[src/id_defines.svh]
// Decode stage parameters
// Register address and payload widths, scrub range and watchdog limit

`ifndef ID_DEFINES_SVH
`define ID_DEFINES_SVH

// Register file addressing
`define ID_RF_AW       5

// Immediate payload carried to the operand stage
`define ID_PAYLOAD_W   21

// Scrub search range, x0 is never searched
`define ID_ACM_FIRST   1
`define ID_ACM_LAST    31

`define ID_WDOG_LIMIT  15    // Idle cycles before a forced restart

`endif
[src/id_pkg.sv]
// Decode stage types
// Instruction formats, fetch packet, IDOP register fields and configuration

`include "id_defines.svh"

package id_pkg;

    typedef logic [`ID_RF_AW-1:0] rf_add_t;

    typedef struct packed {
        logic       alt;       // funct7[5], or prediction for control flow
        logic [2:0] funct3;
    } f_part_t;

    typedef struct packed {
        logic rfrp1;           // Read port 1 used
        logic rfrp2;           // Read port 2 used
        logic zero1;           // Source 1 is x0
        logic zero2;           // Source 2 is x0
    } sctrl_t;

    // All zero marks an empty slot
    typedef struct packed {
        logic alu;
        logic load;
        logic store;
        logic branch;
        logic jump;
        logic lui;
        logic auipc;
    } ictrl_t;

    typedef enum logic [1:0] {
        IMISCON_FREE      = 2'b00,
        IMISCON_ILLEGAL   = 2'b01,
        IMISCON_FETCH_ERR = 2'b10,
        IMISCON_DSCR      = 2'b11    // Discard bubble
    } imiscon_t;

    typedef struct packed {
        logic [6:0] funct7;
        rf_add_t    rs2;
        rf_add_t    rs1;
        logic [2:0] funct3;
        rf_add_t    rd;
        logic [6:0] opcode;
    } r_type_t;

    typedef struct packed {
        logic [11:0] imm;
        rf_add_t     rs1;
        logic [2:0]  funct3;
        rf_add_t     rd;
        logic [6:0]  opcode;
    } i_type_t;

    // Same instruction word seen through two formats
    typedef union packed {
        r_type_t r;
        i_type_t i;
    } instr_u;

    typedef struct packed {
        logic [31:0] instr;
        logic        pred;        // Predicted taken
        logic        ferr;        // Fetch bus error
        logic        misaligned;
    } fe_packet_t;

    typedef struct packed {
        logic [`ID_PAYLOAD_W-1:0] payload;
        f_part_t                  f;
        rf_add_t                  rd;
        rf_add_t                  rs1;
        rf_add_t                  rs2;
        sctrl_t                   sctrl;
        ictrl_t                   ictrl;
        imiscon_t                 imiscon;
    } idop_t;

    typedef struct packed {
        logic scrub_en;
        logic restart_en;
    } hrd_ctrl_t;

endpackage

[src/id_stage_top.sv]
// Instruction decode stage
// Aligner, decoder, hardening config, scrubber and IDOP register

`timescale 1ns/1ps

module id_stage_top import id_pkg::*; (
    input  logic       clk_i,
    input  logic       rst_n_i,
    input  logic       fe_valid_i,
    input  fe_packet_t fe_packet_i,
    input  logic       stall_i,
    input  logic       flush_i,
    input  logic       cfg_we_i,
    input  hrd_ctrl_t  cfg_wdata_i,
    output logic       stall_o,
    output idop_t      idop_o
);

    instr_u    al_instr;
    idop_t     dec;
    hrd_ctrl_t ctrl;
    rf_add_t   acm_add;
    logic      al_nop, al_pred, al_ferr, al_aerr;
    logic      restart, advance, idop_empty;
    logic      stall_id, flush_id;

    assign stall_id = stall_i && !idop_empty;    // Stall only over an executable slot
    assign flush_id = flush_i || restart;

    id_aligner m_aligner (
        .clk_i(clk_i), .rst_n_i(rst_n_i), .stall_i(stall_id), .flush_i(flush_id),
        .fe_valid_i(fe_valid_i), .fe_packet_i(fe_packet_i), .stall_o(stall_o),
        .nop_o(al_nop), .instr_o(al_instr), .pred_o(al_pred), .ferr_o(al_ferr),
        .aerr_o(al_aerr)
    );

    id_decoder m_decoder (
        .instr_i(al_instr), .pred_i(al_pred), .ferr_i(al_ferr), .aerr_i(al_aerr),
        .dec_o(dec)
    );

    id_hrd_ctrl m_hrd_ctrl (
        .clk_i(clk_i), .rst_n_i(rst_n_i), .cfg_we_i(cfg_we_i),
        .cfg_wdata_i(cfg_wdata_i), .ctrl_o(ctrl)
    );

    id_acm_scrubber m_scrubber (
        .clk_i(clk_i), .rst_n_i(rst_n_i), .ctrl_i(ctrl), .flush_i(flush_id),
        .advance_i(advance), .acm_add_o(acm_add), .restart_o(restart)
    );

    id_idop_reg m_idop_reg (
        .clk_i(clk_i), .rst_n_i(rst_n_i), .dec_i(dec), .nop_i(al_nop),
        .stall_i(stall_id), .flush_i(flush_id), .restart_i(restart),
        .scrub_en_i(ctrl.scrub_en), .acm_add_i(acm_add), .idop_o(idop_o),
        .empty_o(idop_empty), .advance_o(advance)
    );

endmodule

[src/id_idop_reg.sv]
// IDOP pipeline register
// Holds the decoded instruction, handles stall and flush, inserts scrub addresses

`timescale 1ns/1ps

module id_idop_reg import id_pkg::*; (
    input  logic    clk_i,
    input  logic    rst_n_i,
    input  idop_t   dec_i,
    input  logic    nop_i,
    input  logic    stall_i,
    input  logic    flush_i,
    input  logic    restart_i,
    input  logic    scrub_en_i,
    input  rf_add_t acm_add_i,
    output idop_t   idop_o,
    output logic    empty_o,
    output logic    advance_o
);

    idop_t    idop_q;
    ictrl_t   ictrl_d;
    imiscon_t imiscon_d;
    rf_add_t  rs1_d, rs2_d;
    logic     we_esn, we_aux, we_rs1, we_rs2;
    logic [1:0] id_free, op_free;    // Ports unused by the new and the held instruction

    assign we_esn = flush_i || !stall_i;
    assign we_aux = !(flush_i || stall_i || nop_i);

    always_comb begin
        ictrl_d   = dec_i.ictrl;
        imiscon_d = dec_i.imiscon;
        if (flush_i || nop_i) begin
            ictrl_d   = '0;
            imiscon_d = restart_i ? IMISCON_DSCR : IMISCON_FREE;
        end
    end

    assign id_free[0] = dec_i.sctrl.zero1 || !dec_i.sctrl.rfrp1;
    assign id_free[1] = dec_i.sctrl.zero2 || !dec_i.sctrl.rfrp2;
    // A discarded slot needs no operands
    assign op_free[0] = idop_q.sctrl.zero1 || !idop_q.sctrl.rfrp1 ||
                        (idop_q.imiscon == IMISCON_DSCR);
    assign op_free[1] = idop_q.sctrl.zero2 || !idop_q.sctrl.rfrp2 ||
                        (idop_q.imiscon == IMISCON_DSCR);

    // Port 2 takes the search address first, port 1 only when port 2 is busy
    always_comb begin
        rs1_d = dec_i.rs1;
        rs2_d = dec_i.rs2;
        if (scrub_en_i) begin
            we_rs1 = !nop_i && !(id_free[0] && id_free[1]);
            we_rs2 = 1'b1;
            rs1_d  = (we_aux && !id_free[0]) ? dec_i.rs1 : acm_add_i;
            rs2_d  = (we_aux && !id_free[1]) ? dec_i.rs2 : acm_add_i;
            if (flush_i) begin
                we_rs1 = 1'b0;
            end else if (stall_i) begin
                we_rs1 = op_free[0] && !op_free[1];
                we_rs2 = op_free[1];
            end
        end else begin
            we_rs1 = we_aux && !id_free[0];
            we_rs2 = we_aux && !id_free[1];
        end
    end

    assign advance_o = scrub_en_i && (stall_i ? (op_free != 2'b00) :
                                                ((id_free != 2'b00) || nop_i));

    always_ff @(posedge clk_i) begin
        if (!rst_n_i) begin
            idop_q.ictrl   <= '0;
            idop_q.imiscon <= IMISCON_FREE;
        end else if (we_esn) begin
            idop_q.ictrl   <= ictrl_d;
            idop_q.imiscon <= imiscon_d;
        end
    end

    always_ff @(posedge clk_i) begin
        if (we_aux) begin
            idop_q.payload <= dec_i.payload;
            idop_q.f       <= dec_i.f;
            idop_q.rd      <= dec_i.rd;
            idop_q.sctrl   <= dec_i.sctrl;
        end
        if (we_rs1) begin
            idop_q.rs1 <= rs1_d;
        end
        if (we_rs2) begin
            idop_q.rs2 <= rs2_d;
        end
    end

    assign empty_o = (idop_q.ictrl == '0) && (idop_q.imiscon == IMISCON_FREE);
    assign idop_o  = idop_q;

endmodule

[src/id_acm_scrubber.sv]
// Read-port scrub address generator
// Rolling search address over x1..x31 and an idle watchdog that requests a restart

`timescale 1ns/1ps
`include "id_defines.svh"

module id_acm_scrubber import id_pkg::*; (
    input  logic      clk_i,
    input  logic      rst_n_i,
    input  hrd_ctrl_t ctrl_i,
    input  logic      flush_i,
    input  logic      advance_i,
    output rf_add_t   acm_add_o,
    output logic      restart_o
);

    localparam rf_add_t ACM_FIRST = rf_add_t'(`ID_ACM_FIRST);
    localparam rf_add_t ACM_LAST  = rf_add_t'(`ID_ACM_LAST);

    rf_add_t    add_q;
    logic [3:0] wdog_q;

    // Search address moves on every freed port or flush
    always_ff @(posedge clk_i) begin
        if (!rst_n_i) begin
            add_q <= ACM_FIRST;
        end else if (ctrl_i.scrub_en && (advance_i || flush_i)) begin
            if (add_q == ACM_LAST) begin
                add_q <= ACM_FIRST;          // x0 is skipped
            end else begin
                add_q <= add_q + rf_add_t'(1);
            end
        end
    end

    assign restart_o = ctrl_i.restart_en && (wdog_q == 4'(`ID_WDOG_LIMIT));

    always_ff @(posedge clk_i) begin
        if (!rst_n_i) begin
            wdog_q <= '0;
        end else if (!ctrl_i.restart_en || advance_i || restart_o) begin
            wdog_q <= '0;
        end else begin
            wdog_q <= wdog_q + 4'd1;         // Search is blocked
        end
    end

    assign acm_add_o = add_q;

endmodule

[src/id_hrd_ctrl.sv]
// Hardening configuration register
// Enables read-port scrubbing and the restart watchdog

`timescale 1ns/1ps

module id_hrd_ctrl import id_pkg::*; (
    input  logic      clk_i,
    input  logic      rst_n_i,
    input  logic      cfg_we_i,
    input  hrd_ctrl_t cfg_wdata_i,
    output hrd_ctrl_t ctrl_o
);

    hrd_ctrl_t ctrl_q;

    always_ff @(posedge clk_i) begin
        if (!rst_n_i) begin
            ctrl_q <= '0;
        end else if (cfg_we_i) begin
            ctrl_q.scrub_en   <= cfg_wdata_i.scrub_en;
            // Watchdog only runs on top of scrubbing
            ctrl_q.restart_en <= cfg_wdata_i.restart_en && cfg_wdata_i.scrub_en;
        end
    end

    assign ctrl_o = ctrl_q;

endmodule

[src/id_decoder.sv]
// RV32I instruction decoder
// Produces operation fields, register addresses, immediate payload and indicators

`timescale 1ns/1ps
`include "id_defines.svh"

module id_decoder import id_pkg::*; (
    input  instr_u instr_i,
    input  logic   pred_i,
    input  logic   ferr_i,
    input  logic   aerr_i,
    output idop_t  dec_o
);

    localparam logic [6:0] OPC_OP     = 7'b0110011;
    localparam logic [6:0] OPC_OP_IMM = 7'b0010011;
    localparam logic [6:0] OPC_LOAD   = 7'b0000011;
    localparam logic [6:0] OPC_STORE  = 7'b0100011;
    localparam logic [6:0] OPC_BRANCH = 7'b1100011;
    localparam logic [6:0] OPC_JAL    = 7'b1101111;
    localparam logic [6:0] OPC_JALR   = 7'b1100111;
    localparam logic [6:0] OPC_LUI    = 7'b0110111;
    localparam logic [6:0] OPC_AUIPC  = 7'b0010111;

    logic [31:0]              w;
    logic [`ID_PAYLOAD_W-1:0] imm_i, imm_s, imm_b, imm_j, imm_u;
    logic                     known;

    assign w = instr_i;

    // Sign-extended immediates for each format
    assign imm_i = {{9{instr_i.i.imm[11]}}, instr_i.i.imm};
    assign imm_s = {{9{w[31]}}, instr_i.r.funct7, instr_i.r.rd};
    assign imm_b = {{8{w[31]}}, w[31], w[7], w[30:25], w[11:8], 1'b0};
    assign imm_j = {w[31], w[19:12], w[20], w[30:21], 1'b0};
    assign imm_u = {w[31], w[31:12]};          // Upper bits 31..12

    always_comb begin
        known            = 1'b1;
        dec_o.payload    = '0;
        dec_o.f.alt      = 1'b0;
        dec_o.f.funct3   = instr_i.r.funct3;
        dec_o.rd         = instr_i.r.rd;
        dec_o.rs1        = instr_i.r.rs1;
        dec_o.rs2        = instr_i.r.rs2;
        dec_o.sctrl      = '0;
        dec_o.ictrl      = '0;
        dec_o.imiscon    = IMISCON_FREE;

        case (instr_i.r.opcode)
            OPC_OP: begin
                dec_o.ictrl.alu   = 1'b1;
                dec_o.sctrl.rfrp1 = 1'b1;
                dec_o.sctrl.rfrp2 = 1'b1;
                dec_o.f.alt       = instr_i.r.funct7[5];    // SUB, SRA
            end
            OPC_OP_IMM: begin
                dec_o.ictrl.alu   = 1'b1;
                dec_o.sctrl.rfrp1 = 1'b1;
                dec_o.payload     = imm_i;
                if (instr_i.r.funct3 == 3'b101) begin
                    dec_o.f.alt = instr_i.r.funct7[5];      // SRAI
                end
            end
            OPC_LOAD: begin
                dec_o.ictrl.load  = 1'b1;
                dec_o.sctrl.rfrp1 = 1'b1;
                dec_o.payload     = imm_i;
            end
            OPC_STORE: begin
                dec_o.ictrl.store = 1'b1;
                dec_o.sctrl.rfrp1 = 1'b1;
                dec_o.sctrl.rfrp2 = 1'b1;
                dec_o.rd          = '0;
                dec_o.payload     = imm_s;
            end
            OPC_BRANCH: begin
                dec_o.ictrl.branch = 1'b1;
                dec_o.sctrl.rfrp1  = 1'b1;
                dec_o.sctrl.rfrp2  = 1'b1;
                dec_o.rd           = '0;
                dec_o.payload      = imm_b;
                dec_o.f.alt        = pred_i;
            end
            OPC_JAL: begin
                dec_o.ictrl.jump = 1'b1;
                dec_o.f.funct3   = 3'b000;
                dec_o.f.alt      = pred_i;
                dec_o.payload    = imm_j;
            end
            OPC_JALR: begin
                dec_o.ictrl.jump  = 1'b1;
                dec_o.sctrl.rfrp1 = 1'b1;
                dec_o.f.alt       = pred_i;
                dec_o.payload     = imm_i;
            end
            OPC_LUI: begin
                dec_o.ictrl.lui = 1'b1;
                dec_o.f.funct3  = 3'b000;
                dec_o.payload   = imm_u;
            end
            OPC_AUIPC: begin
                dec_o.ictrl.auipc = 1'b1;
                dec_o.f.funct3    = 3'b000;
                dec_o.payload     = imm_u;
            end
            default: known = 1'b0;    // ictrl stays zero
        endcase

        dec_o.sctrl.zero1 = dec_o.sctrl.rfrp1 && (instr_i.r.rs1 == '0);
        dec_o.sctrl.zero2 = dec_o.sctrl.rfrp2 && (instr_i.r.rs2 == '0);

        // Fetch error outranks alignment and opcode problems
        if (ferr_i) begin
            dec_o.imiscon = IMISCON_FETCH_ERR;
        end else if (aerr_i || !known) begin
            dec_o.imiscon = IMISCON_ILLEGAL;
        end
    end

endmodule

[src/id_aligner.sv]
// Instruction aligner
// One-entry buffer that keeps a fetched instruction while decode is stalled

`timescale 1ns/1ps

module id_aligner import id_pkg::*; (
    input  logic       clk_i,
    input  logic       rst_n_i,
    input  logic       stall_i,
    input  logic       flush_i,
    input  logic       fe_valid_i,
    input  fe_packet_t fe_packet_i,
    output logic       stall_o,
    output logic       nop_o,
    output instr_u     instr_o,
    output logic       pred_o,
    output logic       ferr_o,
    output logic       aerr_o
);

    fe_packet_t buf_q;
    fe_packet_t sel;
    logic       buf_v_q;
    logic       capture;

    // Instruction arrives while the stage cannot accept it
    assign capture = stall_i && fe_valid_i && !buf_v_q;

    always_ff @(posedge clk_i) begin
        if (!rst_n_i) begin
            buf_v_q <= 1'b0;
        end else if (flush_i) begin
            buf_v_q <= 1'b0;              // Buffered instruction is dropped
        end else if (capture) begin
            buf_v_q <= 1'b1;
        end else if (!stall_i) begin
            buf_v_q <= 1'b0;              // Drains into IDOP at this edge
        end
    end

    always_ff @(posedge clk_i) begin
        if (capture) begin
            buf_q <= fe_packet_i;
        end
    end

    // Buffer has priority over the fetch port
    assign sel     = buf_v_q ? buf_q : fe_packet_i;
    assign stall_o = buf_v_q;
    assign nop_o   = !(buf_v_q || fe_valid_i);
    assign instr_o = sel.instr;
    assign pred_o  = sel.pred;
    assign ferr_o  = sel.ferr;
    assign aerr_o  = sel.misaligned;

endmodule

[config.mk]
export PLATFORM = sky130hd
export DESIGN_NAME = id_stage_top
export DESIGN_NICKNAME = d
export VERILOG_FILES = /design/src/id_pkg.sv /design/src/id_stage_top.sv /design/src/id_idop_reg.sv /design/src/id_acm_scrubber.sv /design/src/id_hrd_ctrl.sv /design/src/id_decoder.sv /design/src/id_aligner.sv
export VERILOG_INCLUDE_DIRS = /design/src
export SDC_FILE = /design/constraint.sdc
export NUM_CORES = 1
export LEC_CHECK = 0
export BUFFER_PORTS_ARGS = -buffer_cell sky130_fd_sc_hd__buf_2
export CORE_MARGIN = 10
export CORE_UTILIZATION = 50
export CTS_BUF_LIST = sky130_fd_sc_hd__clkbuf_2 sky130_fd_sc_hd__clkbuf_4 sky130_fd_sc_hd__clkbuf_8
export CTS_CLUSTER_SIZE = 16
export DETAILED_ROUTE_END_ITERATION = 7
export PLACE_DENSITY = 0.74
export SYNTH_ARGS = -nofsm -noshare
export SYNTH_HDL_FRONTEND = slang
export SYNTH_SLANG_ARGS = --single-unit
[constraint.sdc]
create_clock -name clk_i -period 5.6 [get_ports clk_i]
set_input_delay 0.28 -clock clk_i [delete_from_list [all_inputs] [get_ports clk_i]]
set_output_delay 0.28 -clock clk_i [all_outputs]
set_load 0.03 [all_outputs]
==> Implementation_results.wiki <==
{| class="wikitable"
! Metric !! Value
|-
| Detailed Route Iter0 Violations || around 470
|-
| Filler cell count || about 730
|-
| Clock Skew || roughly 0.012 ns
|-
| Antenna violations before repair || 0
|-
| Count of port buffers added during placement || 96
|-
| Top fanout value on the critical path || 44
|-
| Floorplan die area || roughly 13000 um^2
|-
| Cell at the slowest stage of the critical path || nand4_1
|-
| Overall fraction of global-route tracks in use || 0.172
|-
| Final core utilization || 0.607
|-
| Avg WL per Cell || about 20 um
|-
| Setup repair after global routing missed its margin || false
|-
| Number of instances in the synthesized netlist || 366
|-
| Clock tree root buffer cell || clkbuf_8
|-
| Final std cell area, no fill || 5380 um^2
|-
| Endpoint of the most critical setup path || m_idop_reg.idop_o[33]
|-
| Netlist area before placement || 4600 um^2
|-
| Data arrival time of the worst path || 3.34 ns
|-
| Leakage power figure || about 2.0 nW
|-
| Clock transition time at the flip-flop clock pins of the worst setup and hold paths || ~0.090 ns
|-
| Category of the most critical setup path || reg2reg
|-
| Outcome || finished clean
|-
| Power per standard cell area || around 270 nW/um^2
|-
| Endpoint type of the worst setup path || register
|-
| Achievable Freq || roughly 320 MHz
|-
| Standard cell area after detailed placement || 5170 um^2
|-
| Global-route wire length before repair || approximately 18000 um
|-
| Via count || approximately 3400
|-
| Post-DP HPWL || 8450 um
|-
| Start point of the critical path || m_aligner.stall_o
|-
| GRT overflow || 0
|-
| Final routed wirelength across all metal layers || approximately 11000 um
|-
| Number of remaining DRC errors || 0
|-
| Required time worst endpoint || about 5.8 ns
|-
| Syn Area/Cell || about 13 um^2
|-
| CTS Buf Count || 9
|-
| Relative slew margins || 0.242
|-
| Share of the synthesized area in the top cell type || 0.515
|-
| Antenna Diode Count || 0
|-
| Maximum number of pins on one net before global-route repair || 45
|-
| Share of synthesized area occupied by flip-flops and latches || 0.607
|-
| Type of element launching the critical path || register
|-
| Flip-flop cell with the highest count after synthesis || edfxtp_1
|-
| Type of the most critical hold path || in2reg
|-
| Depth of the most critical reg-to-reg path || 6
|-
| Die Span Y || 116 um
|-
| R2R Path Start || m_aligner.stall_o
|-
| Share of post-route cells with drive strength above 1 || 0.279
|-
| Number of flops mapped to enable cells by yosys || a little under 80
|-
| RePlAce Congestion || 0.889
|-
| Setup_tns || 0 ns
|-
| Power consumption || 1.45 mW
|-
| Number of warnings issued by yosys || 0
|-
| Commonest non-fill, non-tap cell in the layout || buf_2
|-
| Asr flop ratio synth || 0
|-
| Total of hold buffers inserted after clock tree synthesis || 0
|-
| Count of pins over their slew limit || 0
|-
| Biggest area consumer among synthesized cells || edfxtp_1
|-
| Worst skew pair latency || 0.37 ns
|-
| TritonCTS clock tree || yes
|-
| Register-to-register path setup slack || roughly 2.5 ns
|-
| Drt via density || 6.00
|-
| Final Setup Violations || 0
|-
| Width of the chip || ~120 um
|-
| Initial cell density of the core || 0.520
|-
| Bufs on Longest Clock Path || 2
|-
| Floorplan core area || between 8000 and 9000 um^2
|-
| Post-CTS setup buffers || 0
|-
| Ranking of synthesized cells by area || edfxtp_1 (52%), dfxtp_1 (9.1%), mux2i_1 (8.7%)
|-
| Final nets || just over 500
|-
| Cells traversed along the worst timing path || buf_4 > nand3_1 > nand2_1 > nand4_1 > o22a_1 > o21ai_0
|-
| Area growth from synthesis to final layout || 16.7%
|-
| Capturing point of the worst reg2reg path || m_idop_reg.idop_o[33]
|-
| Final Hold Fails || 0
|-
| Top-level I/O count || 97
|-
| Final worst hold slack || 0.0958 ns
|-
| Worst-case vdd ir drop || roughly 0.00012 V
|-
| Min Tclk post-route || around 3.1 ns
|-
| Mapped Nets || 412
|-
| First-pass iteration count of the detailed router || 6
|-
| Number of H-tree levels || 3
|-
| Share of the cycle needed by the critical path after routing || 0.559
|-
| Number of standard-cell rows in the floorplan || 34
|-
| Post-synthesis sequential element count || 100
|-
| Clock sinks || 100
|-
| Number of max-cap violations || 0
|-
| Commonest cells after routing, fill and taps aside || buf_2 (96), edfxtp_1 (79), mux2i_1 (40)
|-
| CP max stage delay || between 0.8 and 0.9 ns
|-
| Unique cell type count in the Yosys netlist || a little under 60
|-
| Post-route antenna net violation count || 0
|-
| # resized after CTS || 0
|-
| Transition time at the pin with the least slew margin || around 1.1 ns
|-
| Number of global-route vias before repair || between 3000 and 4000
|}
where the power goes:
part	switching, mW	leakage, nW	internal (mW)
Combinational	0.0973	0.984	0.0472
Sequential	0.0101	0.913	0.823
Clock	0.237	0.106	0.239
Total	0.344	2.00	1.11
worst max-delay path: cells and delay by family (launching register included):
kind,cells,cell delay [ns]
compound gates,2,0.57
flops,1,0.49
simple gates,3,1.32
buf+inv,1,0.56
final cells by class:
type,instances,area (um^2),share of cell area
inverters,10,37.5,0.00698
flip-flops and latches,100,2790,0.520
well taps,108,135,0.0251
repair buffers,99,503,0.0936
multi-input cells,241,1700,0.317
clock inverters,3,37.5,0.00698
clock buffers,13,166,0.0310
cell families after synthesis:
family          share of synthesized area
simple gates                        0.127
flops                               0.607
compound gates                      0.138
mux                                0.0918
buf+inv                            0.0250
fa+ha+maj                         0.00815
xor+xnor                          0.00381
cell usage after synthesis, types with 4 or more instances:
master / count
nand2_1: 15
nand3b_1: 4
a21oi_1: 19
dfxtp_1: 21
buf_2: 5
edfxtp_1: 79
inv_1: 10
mux2i_1: 40
and3_1: 5
o22a_1: 5
and2_1: 4
clkbuf_1: 8
a22oi_1: 4
nand2b_1: 5
o21ai_0: 12
nor2_1: 33
nand3_1: 10
o221ai_1: 9
nor2b_1: 8
o22ai_1: 9
metrics by stage:
step,worst slack [ns],std cells
2_1_floorplan,1.15,366
3_3_place_gp,2.58,558
3_5_place_dp,2.48,558
4_1_cts,2.47,574
5_1_grt,2.23,574
6_report,2.47,574
metal layers:
metal  up-vias  GRT usage  routed length, um
li1       1606          -                  -
met1      1667      0.220               4900
met2       157      0.282               5450
met3        16     0.0491                994
met4         0     0.0459                132
met5         -          0                  0
state kept, by name (all words and copies together), names as in the netlist:
register,cells
m_aligner.stall_o,1
m_idop_reg.idop_o,53
m_scrubber.wdog_q,4
m_aligner.buf_q,35
m_scrubber.acm_add_o,5
m_hrd_ctrl.ctrl_o,2
how the worst min path moves through the flow:
stage	from	endpoint	cells after the start
finish	fe_packet_i[19]	m_aligner.buf_q[19]	1
global route	fe_packet_i[16]	m_aligner.buf_q[16]	1
CTS	fe_packet_i[19]	m_aligner.buf_q[19]	1
detailed placement	m_scrubber.wdog_q[0]	m_scrubber.wdog_q[0]	1
global placement	m_scrubber.wdog_q[0]	m_scrubber.wdog_q[0]	1
floorplan	fe_packet_i[0]	m_aligner.buf_q[0]	0
Power figures use the tool's default switching activity.
